<file path="src/rtl/fp16_mul_pkg.sv">
`default_nettype none

package fp16_mul_pkg;

    // Number of multiply lanes working side by side.
    localparam int NUM_LANES = 4;

    // Width of a lane index, used by the issue and collect pointers.
    localparam int LANE_IDX_W = 2;

    // Cycles from a start pulse on a lane to its done pulse.
    // The significand multiplier takes two of them and the output register takes one.
    localparam int LANE_LATENCY = 3;

    // Entries in the result buffer.
    // The upstream producer starts with the same number of credits, so the
    // buffer can never be asked to hold more than it has room for.
    localparam int BUF_DEPTH = 8;

    // Buffer pointer width. BUF_DEPTH is a power of two, so pointers wrap naturally.
    localparam int BUF_IDX_W = 3;

    // Credit and fill counters must be able to hold the value BUF_DEPTH itself.
    localparam int CNT_W = BUF_IDX_W + 1;

    // Credits the downstream consumer grants to the collector at reset.
    localparam int OUT_CREDITS = 4;

    // FP16 field widths.
    localparam int EXP_W  = 5;
    localparam int FRAC_W = 10;

    // Significand width including the implicit leading bit.
    localparam int SIG_W = 11;

    // Exponent bias of the half precision format.
    localparam int FP16_BIAS = 15;

endpackage

`default_nettype wire

</file>
<file path="src/rtl/mul_lane_if.sv">
`timescale 1ns/10ps
`default_nettype none

// Operand and result bundle for one multiply lane.
interface mul_lane_if;

    // Request side. A start pulse lasts one cycle and carries one operand pair.
    logic        start;
    logic [15:0] a;
    logic [15:0] b;

    // Response side. Done is a one cycle pulse, result and flag are valid with it.
    logic        done;
    logic [15:0] result;
    logic        range_err;

    modport dispatch (output start, output a, output b);

    modport lane (input start, input a, input b,
                  output done, output result, output range_err);

    modport collect (input done, input result, input range_err);

endinterface

`default_nettype wire

</file>
<file path="src/rtl/wallacetree_11b_2c.sv">
`timescale 1ns/10ps
`default_nettype none

module wallacetree_11b_2c import fp16_mul_pkg::*; (
    input  logic             clk,
    input  logic             nRST,
    input  logic             active,
    input  logic [SIG_W-1:0] a,
    input  logic [SIG_W-1:0] b,
    output logic [12:0]      result,
    output logic             overflow,
    output logic             round_loss,
    output logic             value_ready
);

    // One 3:2 compressor row. The upper half of the return value is the
    // carry vector, already shifted into its weight, the lower half is the sum.
    function automatic logic [4*SIG_W-1:0] csa(input logic [2*SIG_W-1:0] x,
                                               input logic [2*SIG_W-1:0] y,
                                               input logic [2*SIG_W-1:0] z);
        logic [2*SIG_W-1:0] s;
        logic [2*SIG_W-1:0] c;
        s = x ^ y ^ z;
        c = ((x & y) | (x & z) | (y & z)) << 1;
        return {c, s};
    endfunction

    logic [2*SIG_W-1:0] pp   [SIG_W];
    logic [2*SIG_W-1:0] lvl1 [8];
    logic [2*SIG_W-1:0] lvl2 [6];
    logic [2*SIG_W-1:0] lvl3 [4];
    logic [2*SIG_W-1:0] mid_q [4];
    logic               mid_valid;
    logic [2*SIG_W-1:0] lvl4 [3];
    logic [2*SIG_W-1:0] lvl5 [2];
    logic [2*SIG_W-1:0] prod_q;

    // Partial products. Row i is the multiplicand shifted by i when bit i of b is set.
    always_comb begin
        for (int i = 0; i < SIG_W; i++) begin
            pp[i] = b[i] ? ({{SIG_W{1'b0}}, a} << i) : '0;
        end
    end

    // First half of the tree reduces eleven rows to four: 11 -> 8 -> 6 -> 4.
    always_comb begin
        {lvl1[1], lvl1[0]} = csa(pp[0], pp[1], pp[2]);
        {lvl1[3], lvl1[2]} = csa(pp[3], pp[4], pp[5]);
        {lvl1[5], lvl1[4]} = csa(pp[6], pp[7], pp[8]);
        lvl1[6] = pp[9];
        lvl1[7] = pp[10];
        {lvl2[1], lvl2[0]} = csa(lvl1[0], lvl1[1], lvl1[2]);
        {lvl2[3], lvl2[2]} = csa(lvl1[3], lvl1[4], lvl1[5]);
        lvl2[4] = lvl1[6];
        lvl2[5] = lvl1[7];
        {lvl3[1], lvl3[0]} = csa(lvl2[0], lvl2[1], lvl2[2]);
        {lvl3[3], lvl3[2]} = csa(lvl2[3], lvl2[4], lvl2[5]);
    end

    // Valid flags follow the data through both register stages.
    always_ff @(posedge clk, negedge nRST) begin
        if (!nRST) begin
            mid_valid   <= 1'b0;
            value_ready <= 1'b0;
        end else begin
            mid_valid   <= active;
            value_ready <= mid_valid;
        end
    end

    // The four remaining rows are held at the midpoint of the tree.
    always_ff @(posedge clk) begin
        if (active) begin
            mid_q <= lvl3;
        end
    end

    // Second half: 4 -> 3 -> 2 rows, then one carry propagate adder.
    always_comb begin
        {lvl4[1], lvl4[0]} = csa(mid_q[0], mid_q[1], mid_q[2]);
        lvl4[2] = mid_q[3];
        {lvl5[1], lvl5[0]} = csa(lvl4[0], lvl4[1], lvl4[2]);
    end

    always_ff @(posedge clk) begin
        if (mid_valid) begin
            prod_q <= lvl5[0] + lvl5[1];
        end
    end

    // Bit 21 means the significand product reached [2,4).
    assign overflow   = prod_q[21];
    assign result     = prod_q[20:8];
    assign round_loss = |prod_q[7:0];

endmodule

`default_nettype wire

</file>
<file path="src/rtl/adder_5b.sv">
`timescale 1ns/10ps
`default_nettype none

module adder_5b import fp16_mul_pkg::*; (
    input  logic             carry,
    input  logic [EXP_W-1:0] exp1,
    input  logic [EXP_W-1:0] exp2,
    output logic [EXP_W-1:0] sum,
    output logic             ovf,
    output logic             unf
);

    // Two extra bits keep the raw sum of both biased exponents and the carry exact.
    logic [EXP_W+1:0] raw;
    logic [EXP_W+1:0] unbiased;

    assign raw = {2'b00, exp1} + {2'b00, exp2} + {{(EXP_W+1){1'b0}}, carry};

    // Removing one bias leaves the result in biased form again.
    assign unbiased = raw - (EXP_W+2)'(FP16_BIAS);

    // Largest normal biased exponent is 30, smallest is 1.
    // Comparing the raw sum avoids signed arithmetic on the unbiased value.
    assign ovf = raw > (EXP_W+2)'(2**EXP_W - 2 + FP16_BIAS);
    assign unf = raw < (EXP_W+2)'(1 + FP16_BIAS);

    assign sum = unbiased[EXP_W-1:0];

endmodule

`default_nettype wire

</file>
<file path="src/rtl/mul_fp16.sv">
`timescale 1ns/10ps
`default_nettype none

module mul_fp16 import fp16_mul_pkg::*; (
    input logic      clk,
    input logic      nRST,
    mul_lane_if.lane lane
);

    // The multiplier latches the operands from the bundle on start and adds two
    // stages, then register 2 feeds the combinational sign, exponent and rounding logic.
    // The dispatcher holds a and b stable for the whole start cycle.

    // The implicit leading bit is one unless the exponent field is zero.
    logic [SIG_W-1:0] sig_a;
    logic [SIG_W-1:0] sig_b;

    assign sig_a = {|lane.a[FRAC_W +: EXP_W], lane.a[FRAC_W-1:0]};
    assign sig_b = {|lane.b[FRAC_W +: EXP_W], lane.b[FRAC_W-1:0]};

    logic              mul_ready;
    logic [FRAC_W+2:0] mul_product;
    logic              mul_carry;
    logic              mul_loss;

    wallacetree_11b_2c u_wallace (
        .clk        (clk),
        .nRST       (nRST),
        .active     (lane.start),
        .a          (sig_a),
        .b          (sig_b),
        .result     (mul_product),
        .overflow   (mul_carry),
        .round_loss (mul_loss),
        .value_ready(mul_ready)
    );

    // Sign and exponent ("head") travel beside the multiplier through a delay
    // line as long as its latency.
    // The line shifts every cycle, so several operations can be in flight at once.
    logic [EXP_W:0] a_head_d [LANE_LATENCY-1];
    logic [EXP_W:0] b_head_d [LANE_LATENCY-1];

    always_ff @(posedge clk) begin
        a_head_d[0] <= lane.a[15:FRAC_W];
        b_head_d[0] <= lane.b[15:FRAC_W];
        for (int i = 1; i < LANE_LATENCY - 1; i++) begin
            a_head_d[i] <= a_head_d[i-1];
            b_head_d[i] <= b_head_d[i-1];
        end
    end

    // Register 2 captures the product and the aligned heads.
    logic              lat2_ready;
    logic [EXP_W:0]    a_head_s2;
    logic [EXP_W:0]    b_head_s2;
    logic [FRAC_W+2:0] prod_s2;
    logic              carry_s2;
    logic              loss_s2;

    always_ff @(posedge clk, negedge nRST) begin
        if (!nRST) begin
            lat2_ready <= 1'b0;
        end else begin
            lat2_ready <= mul_ready;
        end
    end

    always_ff @(posedge clk) begin
        if (mul_ready) begin
            a_head_s2 <= a_head_d[LANE_LATENCY-2];
            b_head_s2 <= b_head_d[LANE_LATENCY-2];
            prod_s2   <= mul_product;
            carry_s2  <= mul_carry;
            loss_s2   <= mul_loss;
        end
    end

    // Result sign.
    logic sign_r;
    assign sign_r = a_head_s2[EXP_W] ^ b_head_s2[EXP_W];

    // Exponent sum. The multiplier carry bumps the exponent by one.
    logic [EXP_W-1:0] exp_sum;
    logic             exp_ovf;
    logic             exp_unf;

    adder_5b u_exp_add (
        .carry(carry_s2),
        .exp1 (a_head_s2[EXP_W-1:0]),
        .exp2 (b_head_s2[EXP_W-1:0]),
        .sum  (exp_sum),
        .ovf  (exp_ovf),
        .unf  (exp_unf)
    );

    // On a carry the product is shifted right by one to renormalise.
    // frac_prod holds the ten fraction bits, then the guard bit, then one sticky bit.
    logic [FRAC_W+1:0] frac_prod;
    logic              sticky;
    logic              round_up;
    logic [FRAC_W-1:0] frac_rnd;
    logic [EXP_W-1:0]  exp_final;

    assign frac_prod = carry_s2 ? prod_s2[FRAC_W+2:1] : prod_s2[FRAC_W+1:0];

    // The bit shifted out on renormalisation still counts toward sticky.
    assign sticky = frac_prod[0] | loss_s2 | (carry_s2 & prod_s2[0]);

    // Round to nearest, ties to even.
    assign round_up = frac_prod[1] & (sticky | frac_prod[2]);

    // An all ones fraction wraps to zero here; the exponent is left alone.
    assign frac_rnd = frac_prod[FRAC_W+1:2] + {{(FRAC_W-1){1'b0}}, round_up};

    // A zero significand product gives a zero exponent field.
    assign exp_final = ({carry_s2, prod_s2} == '0) ? '0 : exp_sum;

    assign lane.done      = lat2_ready;
    assign lane.result    = {sign_r, exp_final, frac_rnd};
    assign lane.range_err = exp_ovf | exp_unf;

endmodule

`default_nettype wire

</file>
<file path="src/rtl/op_dispatch.sv">
`timescale 1ns/10ps
`default_nettype none

module op_dispatch import fp16_mul_pkg::*; (
    input  logic         clk,
    input  logic         nRST,
    input  logic         in_valid,
    input  logic [15:0]  in_a,
    input  logic [15:0]  in_b,
    output logic         in_credit,
    output logic         credit_err,
    input  logic         slot_free,
    mul_lane_if.dispatch lanes [NUM_LANES]
);

    // Copy of the producer's credit count, as seen from this side.
    logic [CNT_W-1:0]      credit_cnt;
    logic [LANE_IDX_W-1:0] rr_ptr;
    logic [NUM_LANES-1:0]  start_q;
    logic [15:0]           op_a_q;
    logic [15:0]           op_b_q;
    logic                  accept;

    // A send with no credit left is a protocol violation and is dropped.
    assign accept = in_valid && (credit_cnt != '0);

    always_ff @(posedge clk, negedge nRST) begin
        if (!nRST) begin
            credit_cnt <= CNT_W'(BUF_DEPTH);
            credit_err <= 1'b0;
            in_credit  <= 1'b0;
            rr_ptr     <= '0;
            start_q    <= '0;
        end else begin
            credit_cnt <= credit_cnt - CNT_W'(accept) + CNT_W'(slot_free);
            // Sticky until reset.
            if (in_valid && (credit_cnt == '0)) begin
                credit_err <= 1'b1;
            end
            in_credit <= slot_free;
            start_q   <= '0;
            if (accept) begin
                start_q[rr_ptr] <= 1'b1;
                rr_ptr <= (rr_ptr == LANE_IDX_W'(NUM_LANES - 1)) ? '0 : rr_ptr + 1'b1;
            end
        end
    end

    // One operand register is shared by all lanes. Only the selected lane
    // sees a start, and it latches the pair in the same cycle.
    always_ff @(posedge clk) begin
        if (accept) begin
            op_a_q <= in_a;
            op_b_q <= in_b;
        end
    end

    for (genvar g = 0; g < NUM_LANES; g++) begin : g_lane_drive
        assign lanes[g].start = start_q[g];
        assign lanes[g].a     = op_a_q;
        assign lanes[g].b     = op_b_q;
    end

endmodule

`default_nettype wire

</file>
<file path="src/rtl/result_collect.sv">
`timescale 1ns/10ps
`default_nettype none

module result_collect import fp16_mul_pkg::*; (
    input  logic        clk,
    input  logic        nRST,
    mul_lane_if.collect lanes [NUM_LANES],
    output logic        slot_free,
    output logic        out_valid,
    output logic [15:0] out_result,
    output logic        out_range_err,
    input  logic        out_credit
);

    logic [NUM_LANES-1:0] lane_done;
    logic [15:0]          lane_result [NUM_LANES];
    logic [NUM_LANES-1:0] lane_range;

    for (genvar g = 0; g < NUM_LANES; g++) begin : g_lane_read
        assign lane_done[g]   = lanes[g].done;
        assign lane_result[g] = lanes[g].result;
        assign lane_range[g]  = lanes[g].range_err;
    end

    // Each entry is the range flag above the 16-bit result.
    logic [16:0]           entry_mem [BUF_DEPTH];
    logic [BUF_IDX_W-1:0]  wr_ptr;
    logic [BUF_IDX_W-1:0]  rd_ptr;
    logic [CNT_W-1:0]      fill_cnt;
    logic [CNT_W-1:0]      out_cred;
    logic [LANE_IDX_W-1:0] lane_ptr;
    logic                  push;
    logic                  pop;

    // Lanes finish in the order they were started, so watching one lane at a
    // time in issue order keeps the results in order.
    // At most one lane is done in any cycle.
    assign push = lane_done[lane_ptr];

    // A result leaves only when one is stored and downstream has a credit.
    assign pop       = (fill_cnt != '0) && (out_cred != '0);
    assign slot_free = pop;

    always_ff @(posedge clk, negedge nRST) begin
        if (!nRST) begin
            wr_ptr    <= '0;
            rd_ptr    <= '0;
            fill_cnt  <= '0;
            out_cred  <= CNT_W'(OUT_CREDITS);
            lane_ptr  <= '0;
            out_valid <= 1'b0;
        end else begin
            fill_cnt  <= fill_cnt + CNT_W'(push) - CNT_W'(pop);
            out_cred  <= out_cred - CNT_W'(pop) + CNT_W'(out_credit);
            out_valid <= pop;
            if (push) begin
                wr_ptr   <= wr_ptr + 1'b1;
                lane_ptr <= (lane_ptr == LANE_IDX_W'(NUM_LANES - 1)) ? '0 : lane_ptr + 1'b1;
            end
            if (pop) begin
                rd_ptr <= rd_ptr + 1'b1;
            end
        end
    end

    always_ff @(posedge clk) begin
        if (push) begin
            entry_mem[wr_ptr] <= {lane_range[lane_ptr], lane_result[lane_ptr]};
        end
        if (pop) begin
            {out_range_err, out_result} <= entry_mem[rd_ptr];
        end
    end

endmodule

`default_nettype wire

</file>
<file path="src/rtl/fp16_mul_array.sv">
`timescale 1ns/10ps
`default_nettype none

module fp16_mul_array import fp16_mul_pkg::*; (
    input  logic        clk,
    input  logic        nRST,
    input  logic        in_valid,
    input  logic [15:0] in_a,
    input  logic [15:0] in_b,
    output logic        in_credit,
    output logic        out_valid,
    output logic [15:0] out_result,
    output logic        out_range_err,
    input  logic        out_credit,
    output logic        credit_err
);

    // Pulses once for every result handed downstream.
    logic slot_free;

    // One bundle per lane, shared by dispatcher, lane and collector.
    mul_lane_if lanes [NUM_LANES] ();

    op_dispatch u_op_dispatch (
        .clk       (clk),
        .nRST      (nRST),
        .in_valid  (in_valid),
        .in_a      (in_a),
        .in_b      (in_b),
        .in_credit (in_credit),
        .credit_err(credit_err),
        .slot_free (slot_free),
        .lanes     (lanes)
    );

    for (genvar g = 0; g < NUM_LANES; g++) begin : g_lanes
        mul_fp16 u_mul_fp16 (
            .clk (clk),
            .nRST(nRST),
            .lane(lanes[g])
        );
    end

    result_collect u_result_collect (
        .clk          (clk),
        .nRST         (nRST),
        .lanes        (lanes),
        .slot_free    (slot_free),
        .out_valid    (out_valid),
        .out_result   (out_result),
        .out_range_err(out_range_err),
        .out_credit   (out_credit)
    );

endmodule

`default_nettype wire

</file>
<file path="config.mk">
export PLATFORM = sky130hd
export DESIGN_NAME = fp16_mul_array
export DESIGN_NICKNAME = d
export VERILOG_FILES = /design/src/rtl/fp16_mul_pkg.sv /design/src/rtl/mul_lane_if.sv /design/src/rtl/wallacetree_11b_2c.sv /design/src/rtl/adder_5b.sv /design/src/rtl/mul_fp16.sv /design/src/rtl/op_dispatch.sv /design/src/rtl/result_collect.sv /design/src/rtl/fp16_mul_array.sv
export SDC_FILE = /design/constraint.sdc
export NUM_CORES = 1
export LEC_CHECK = 0
export BUFFER_PORTS_ARGS = -buffer_cell sky130_fd_sc_hd__buf_2
export CORE_MARGIN = 3
export CORE_UTILIZATION = 34
export CTS_BUF_LIST = sky130_fd_sc_hd__clkbuf_4 sky130_fd_sc_hd__clkbuf_8 sky130_fd_sc_hd__clkbuf_16
export DETAILED_ROUTE_END_ITERATION = 12
export HOLD_SLACK_MARGIN = 0.12
export MAX_ROUTING_LAYER = met4
export SLEW_MARGIN = 20
export SYNTH_ARGS = -nofsm -noshare
export SYNTH_HDL_FRONTEND = slang
export SYNTH_HIERARCHICAL = 1
export SYNTH_SLANG_ARGS = --single-unit
export TNS_END_PERCENT = 30
</file>
<file path="constraint.sdc">
create_clock -name clk -period 4.83 [get_ports clk]
set_input_delay 0.966 -clock clk [delete_from_list [all_inputs] [get_ports clk]]
set_output_delay 0.966 -clock clk [all_outputs]
set_load 0.1 [all_outputs]
</file>
==> summary by stage <==
Yosys
Synthesis produced a netlist with a net count of about 4000. The synthesized netlist occupies a cell area of 44600 um2. The async set-or-reset flop fraction in the synthesized netlist is approximately 5.5%. The post-synthesis instance total is ~3500.

The Yosys warning count is 6. The number of different library cells used by synthesis comes to 80. The most common flop cell mapped by yosys is sky130_fd_sc_hd__edfxtp_1. The sequential-to-total area share from yosys stat is 47.6%. The mean instance size in the synthesized netlist is approximately 13 um2. The number of synthesized flops with an enable pin is between 600 and 700. The number of synthesized register bits is 746.

Routing
The via count normalized by instance count is around 4.6. The number of detailed-route iterations in the first pass is 5. The routed wire length per instance is between 15 and 20 um.

For this block, the initial DRC count from the detailed router was ~1400. The DRC violation count after routing is 0. The final route contains 23801 vias. The final antenna-violating net count is 0. The total wire length after detailed routing is between 80000 and 90000 um.

STA
Setup violations remaining at the end of the flow were counted as 0. The ratio of final minimum period to clock period is between 70 and 80%. The count of final max-slew check failures is 0. Setup repair after global routing left no endpoint under its margin.

The worst clock skew is ~0.043 ns. The normalized max-slew margin is 30.8%. The post-route minimum period is ~3.5 ns. The number of hold-slack violations in the final timing report was 0. For the pin with the worst max-slew slack, the measured transition is 1.04 ns. For this run, the top clock speed supported by timing is between 200 and 300 MHz. Setup total negative slack on the finished layout was measured at 0 ns. The worst setup margin is 1.33 ns. The worst hold-check slack is 0.296 ns.

GRT
The number of global-route vias before repair is roughly 25000. The total global routing track utilization is ~14%. The first global-routing pass estimated 141000 um of wire. The number of antenna violations at the first check in global routing came to 2. Entering global routing, the biggest net connects between 50 and 60 pins. The overall overflow remaining after global route is 0.

Worst setup path
Data on the critical path arrives at its endpoint at 3.84 ns. The launch point of the worst reg-to-reg path is g_lanes[0].u_mul_fp16/carry_s2. The number of buffer and inverter instances along the worst setup path is 1.

Among cell families on the critical path, the largest total delay comes from flip-flops. The maximum fanout along the worst path is 19. The endpoint identified for the worst register-to-register timing path is u_result_collect/entry_mem[6][16]. The signal on the critical path passes through fa_1 > inv_1 > fa_1 > nand2b_1 > a21oi_2 > xor2_2 > nor2b_1 > or2_2 > mux4_2. The slowest stage of the critical path belongs to the cell sky130_fd_sc_hd__edfxtp_1.

The worst register-to-register path has a depth of 9. The worst setup path is of the reg2reg kind. The most numerous cell type found on the critical path is sky130_fd_sc_hd__fa_1.

On the worst path, the slowest cell contributes a delay of between 0.8 and 0.9 ns. STA classifies the critical path startpoint as a flop. The setup check on the worst reg-to-reg path leaves a slack of approximately 1.3 ns. The data required time at the worst endpoint is slightly above 5 ns. The worst setup path is captured at a flop.

Power
The power dissipated by switching net loads is ~12 mW. For this design the static power due to leakage is between 15 and 20 nW. The switching share of total power is ~39%. Dividing total power by cell area gives a power density of between 600 and 700 nW/um2. The internal portion of the total power is around 19 mW. The worst-case IR drop observed on VDD is around 340 uV. The portion of total power attributed to the clock network is between 20% and 30%. Combinational cells account for 45.7% of the total power. Registers are responsible for roughly 34% of the overall power.

Clock tree
The largest buffer count on any clock path is 3. The clock drives between 700 and 800 sinks. The clock tree from TritonCTS is done. The tree is rooted in a sky130_fd_sc_hd__clkbuf_16. The number of hold buffers added after CTS was 0. The CTS H-tree depth is 3.

Clock-pin slew was measured on the worst setup and hold paths at roughly 0.060 ns. The clock network latency to the later pin of the worst-skew pair is approximately 0.67 ns. The number of buffers created by CTS is slightly above 80. The total of cells resized after clock tree synthesis is 0. After clock tree synthesis, the setup repair step added 0 buffers.

Layout
Cells with a size suffix above 1 make up a little over a tenth of the layout. After filler insertion, the fill cell instance count of the layout stands at approximately 12000. From synthesis to final layout, the design area changed by 8.47%. The number of nets in the layout is 4006. The leading cell type in the layout, fill and taps excluded is sky130_fd_sc_hd__edfxtp_1. In the layout the commonest cells are sky130_fd_sc_hd__edfxtp_1, sky130_fd_sc_hd__inv_1, sky130_fd_sc_hd__and2_1.

Die
The number of I/O pins is 56. From bottom edge to top edge, the die measures roughly 370 um. The number of standard-cell rows in the floorplan is ~130. Measured along the x axis, the die boundary spans between 300 and 400 um. The die covers 136000 um2. In this run the standard cell core region covers about 130000 um2. The initial core utilization is 34.4%.

Placed design
Prior to clock tree synthesis, the placed netlist has a worst setup slack of 1.38 ns. The half-perimeter wire length after detailed placement is roughly 60000 um. The congestion estimate from routability-driven global placement came to approximately 0.80. During placement, the flow inserted port buffers numbering 55.

Status
The run finished with clean final reports.

Worst hold path
The terminating pin of the worst hold path is g_lanes[0].u_mul_fp16/a_head_d[1][5]. The worst min-delay path startpoint is g_lanes[0].u_mul_fp16/a_head_d[0][5]. The worst hold path class is reg2reg. The worst hold path was traced through 0 stages.

Run
The tool flagged a number of max-cap violations equal to 0.
[final cells by class]
type                            count  area [um2]  area share [%]
Tap cell                         1742        2180            4.50
Timing Repair Buffer              101         646            1.33
Antenna cell                        1        2.50         0.00517
Inverter                          548        2060            4.25
Clock inverter                     53         497            1.03
Sequential cell                   746       21200            43.9
Multi-Input combinational cell   1919       19500            40.3
Clock buffer                       99        2240            4.64
[cell usage after synthesis, types with 5 or more instances]
| master | instances | area (um2) |
|---|---|---|
| sky130_fd_sc_hd__or2_2 | 7 | 43.8 |
| sky130_fd_sc_hd__nor3_1 | 29 | 145 |
| sky130_fd_sc_hd__nand2_1 | 193 | 724 |
| sky130_fd_sc_hd__and2_1 | 399 | 2500 |
| sky130_fd_sc_hd__mux4_2 | 22 | 495 |
| sky130_fd_sc_hd__buf_6 | 15 | 169 |
| sky130_fd_sc_hd__a211oi_1 | 8 | 60.1 |
| sky130_fd_sc_hd__and3_1 | 9 | 56.3 |
| sky130_fd_sc_hd__and4_1 | 7 | 61.3 |
| sky130_fd_sc_hd__a21oi_2 | 8 | 70.1 |
| sky130_fd_sc_hd__mux2i_1 | 35 | 350 |
| sky130_fd_sc_hd__xor2_2 | 6 | 97.6 |
| sky130_fd_sc_hd__edfxtp_1 | 609 | 18300 |
| sky130_fd_sc_hd__mux2_2 | 20 | 225 |
| sky130_fd_sc_hd__a21oi_1 | 69 | 345 |
| sky130_fd_sc_hd__xnor2_1 | 74 | 648 |
| sky130_fd_sc_hd__xor2_1 | 45 | 394 |
| sky130_fd_sc_hd__clkbuf_1 | 93 | 349 |
| sky130_fd_sc_hd__a21o_1 | 23 | 173 |
| sky130_fd_sc_hd__o21ai_0 | 28 | 140 |
| sky130_fd_sc_hd__buf_4 | 154 | 1160 |
| sky130_fd_sc_hd__ha_1 | 220 | 2750 |
| sky130_fd_sc_hd__inv_1 | 548 | 2060 |
| sky130_fd_sc_hd__o21bai_1 | 5 | 37.5 |
| sky130_fd_sc_hd__fa_1 | 351 | 7030 |
| sky130_fd_sc_hd__buf_2 | 25 | 125 |
| sky130_fd_sc_hd__nor3b_1 | 9 | 67.6 |
| sky130_fd_sc_hd__o22ai_1 | 7 | 43.8 |
| sky130_fd_sc_hd__nor4b_2 | 8 | 120 |
| sky130_fd_sc_hd__nor2b_1 | 9 | 56.3 |
| sky130_fd_sc_hd__nand4_1 | 17 | 106 |
| sky130_fd_sc_hd__a31oi_1 | 12 | 75.1 |
| sky130_fd_sc_hd__nand3_1 | 34 | 170 |
| sky130_fd_sc_hd__o21ai_1 | 11 | 55.1 |
| sky130_fd_sc_hd__nor2_1 | 59 | 221 |
| sky130_fd_sc_hd__dfxtp_1 | 96 | 1920 |
| sky130_fd_sc_hd__dfrtp_1 | 39 | 976 |
| sky130_fd_sc_hd__nor4_1 | 24 | 150 |
| sky130_fd_sc_hd__mux4_1 | 30 | 788 |
| sky130_fd_sc_hd__a211oi_2 | 7 | 87.6 |
| sky130_fd_sc_hd__o21a_1 | 7 | 52.6 |
| sky130_fd_sc_hd__nand2b_1 | 24 | 150 |
[cells by family (layout without fill, tap and decap cells)]
| family | Yosys count | after routing | synth area share (%) |
|---|---|---|---|
| other | 0 | 1 | 0 |
| AO/OA/AOI/OAI | 252 | 252 | 4.11 |
| flip-flops | 746 | 746 | 47.6 |
| XOR/XNOR | 125 | 125 | 2.56 |
| multiplexers | 111 | 111 | 4.29 |
| AND/OR/NAND/NOR | 860 | 860 | 10.8 |
| adder cells (fa/ha/maj) | 571 | 571 | 21.9 |
| buffers and inverters | 839 | 801 | 8.68 |
[state kept, by name, indices dropped and copies added (netlist names), 16 cells and up]
name and flops:
g_lanes.u_mul_fp16/b_head_s2 24, g_lanes.u_mul_fp16/a_head_d 48, u_op_dispatch/lanes.b 16, g_lanes.u_mul_fp16/a_head_s2 24, g_lanes.u_mul_fp16/b_head_d 48, u_op_dispatch/lanes.a 16
g_lanes.u_mul_fp16/u_wallace/mid_q 184, g_lanes.u_mul_fp16/prod_s2 52, g_lanes.u_mul_fp16/u_wallace/prod_q 88, u_result_collect/entry_mem 136, u_result_collect/out_result 16, g_lanes.u_mul_fp16/u_wallace/lvl4 44
[worst reg2reg max path: cells and delay by family (launching register included)]
family	cells	cell delay, ns
xor gates and xnor gates	1	0.21
adders and majority gates	2	0.80
and+or+nand+nor	3	0.53
muxes	1	0.53
buffers and inverters	1	0.08
DFF	1	0.86
AOI/OAI and AO/OA	1	0.18
[worst max-delay path by stage]
stage / end / slack (ns) / start / cells past startpoint
after floorplan: g_lanes[0].u_mul_fp16/u_wallace/prod_q[19] / 1.88 / g_lanes[0].u_mul_fp16/u_wallace/mid_q[54] / 10
after global placement: u_result_collect/entry_mem[6][16] / 1.41 / g_lanes[3].u_mul_fp16/carry_s2 / 9
after detailed placement: u_result_collect/entry_mem[6][16] / 1.38 / g_lanes[3].u_mul_fp16/carry_s2 / 9
after CTS: u_result_collect/entry_mem[6][16] / 1.31 / g_lanes[3].u_mul_fp16/carry_s2 / 9
after global routing: u_result_collect/entry_mem[6][16] / 1.14 / g_lanes[3].u_mul_fp16/carry_s2 / 9
final: u_result_collect/entry_mem[6][16] / 1.33 / g_lanes[0].u_mul_fp16/carry_s2 / 9
[layer usage]
metal  routed length [um]  global-route usage, %  part of all wire [%]  vias to the layer above
li1                     -                      -                     -                    11245
met1                41700                   18.6                    48                    11962
met2                39900                   20.9                    46                      450
met3                 3490                   2.29                   4.0                      144
met4                 2550                   4.27                   2.9                        0
met5                    0                      -                     0                        -
[power by group through the flow]
stage / clock [mW] / combinational (mW) / sequential [mW]
after floorplan: 0 / 10.8 / 11.3
after global placement: 0 / 14.1 / 10.9
after detailed placement: 0 / 14.3 / 10.9
after CTS: 6.47 / 14.4 / 10.8
after global routing: 6.73 / 16.2 / 10.9
final: 6.27 / 14.3 / 10.7
[metrics by stage]
step	instances	utilization, %	area, um2	power (mW)
global route	5209	37.3	48400	33.9
finish	5209	37.3	48400	31.3
global placement	5056	35.2	45600	25.0
CTS	5208	37.3	48400	31.7
floorplan	3504	-	44600	22.1
detailed placement	5056	35.2	45600	25.2
Power figures use the tool's default switching activity.
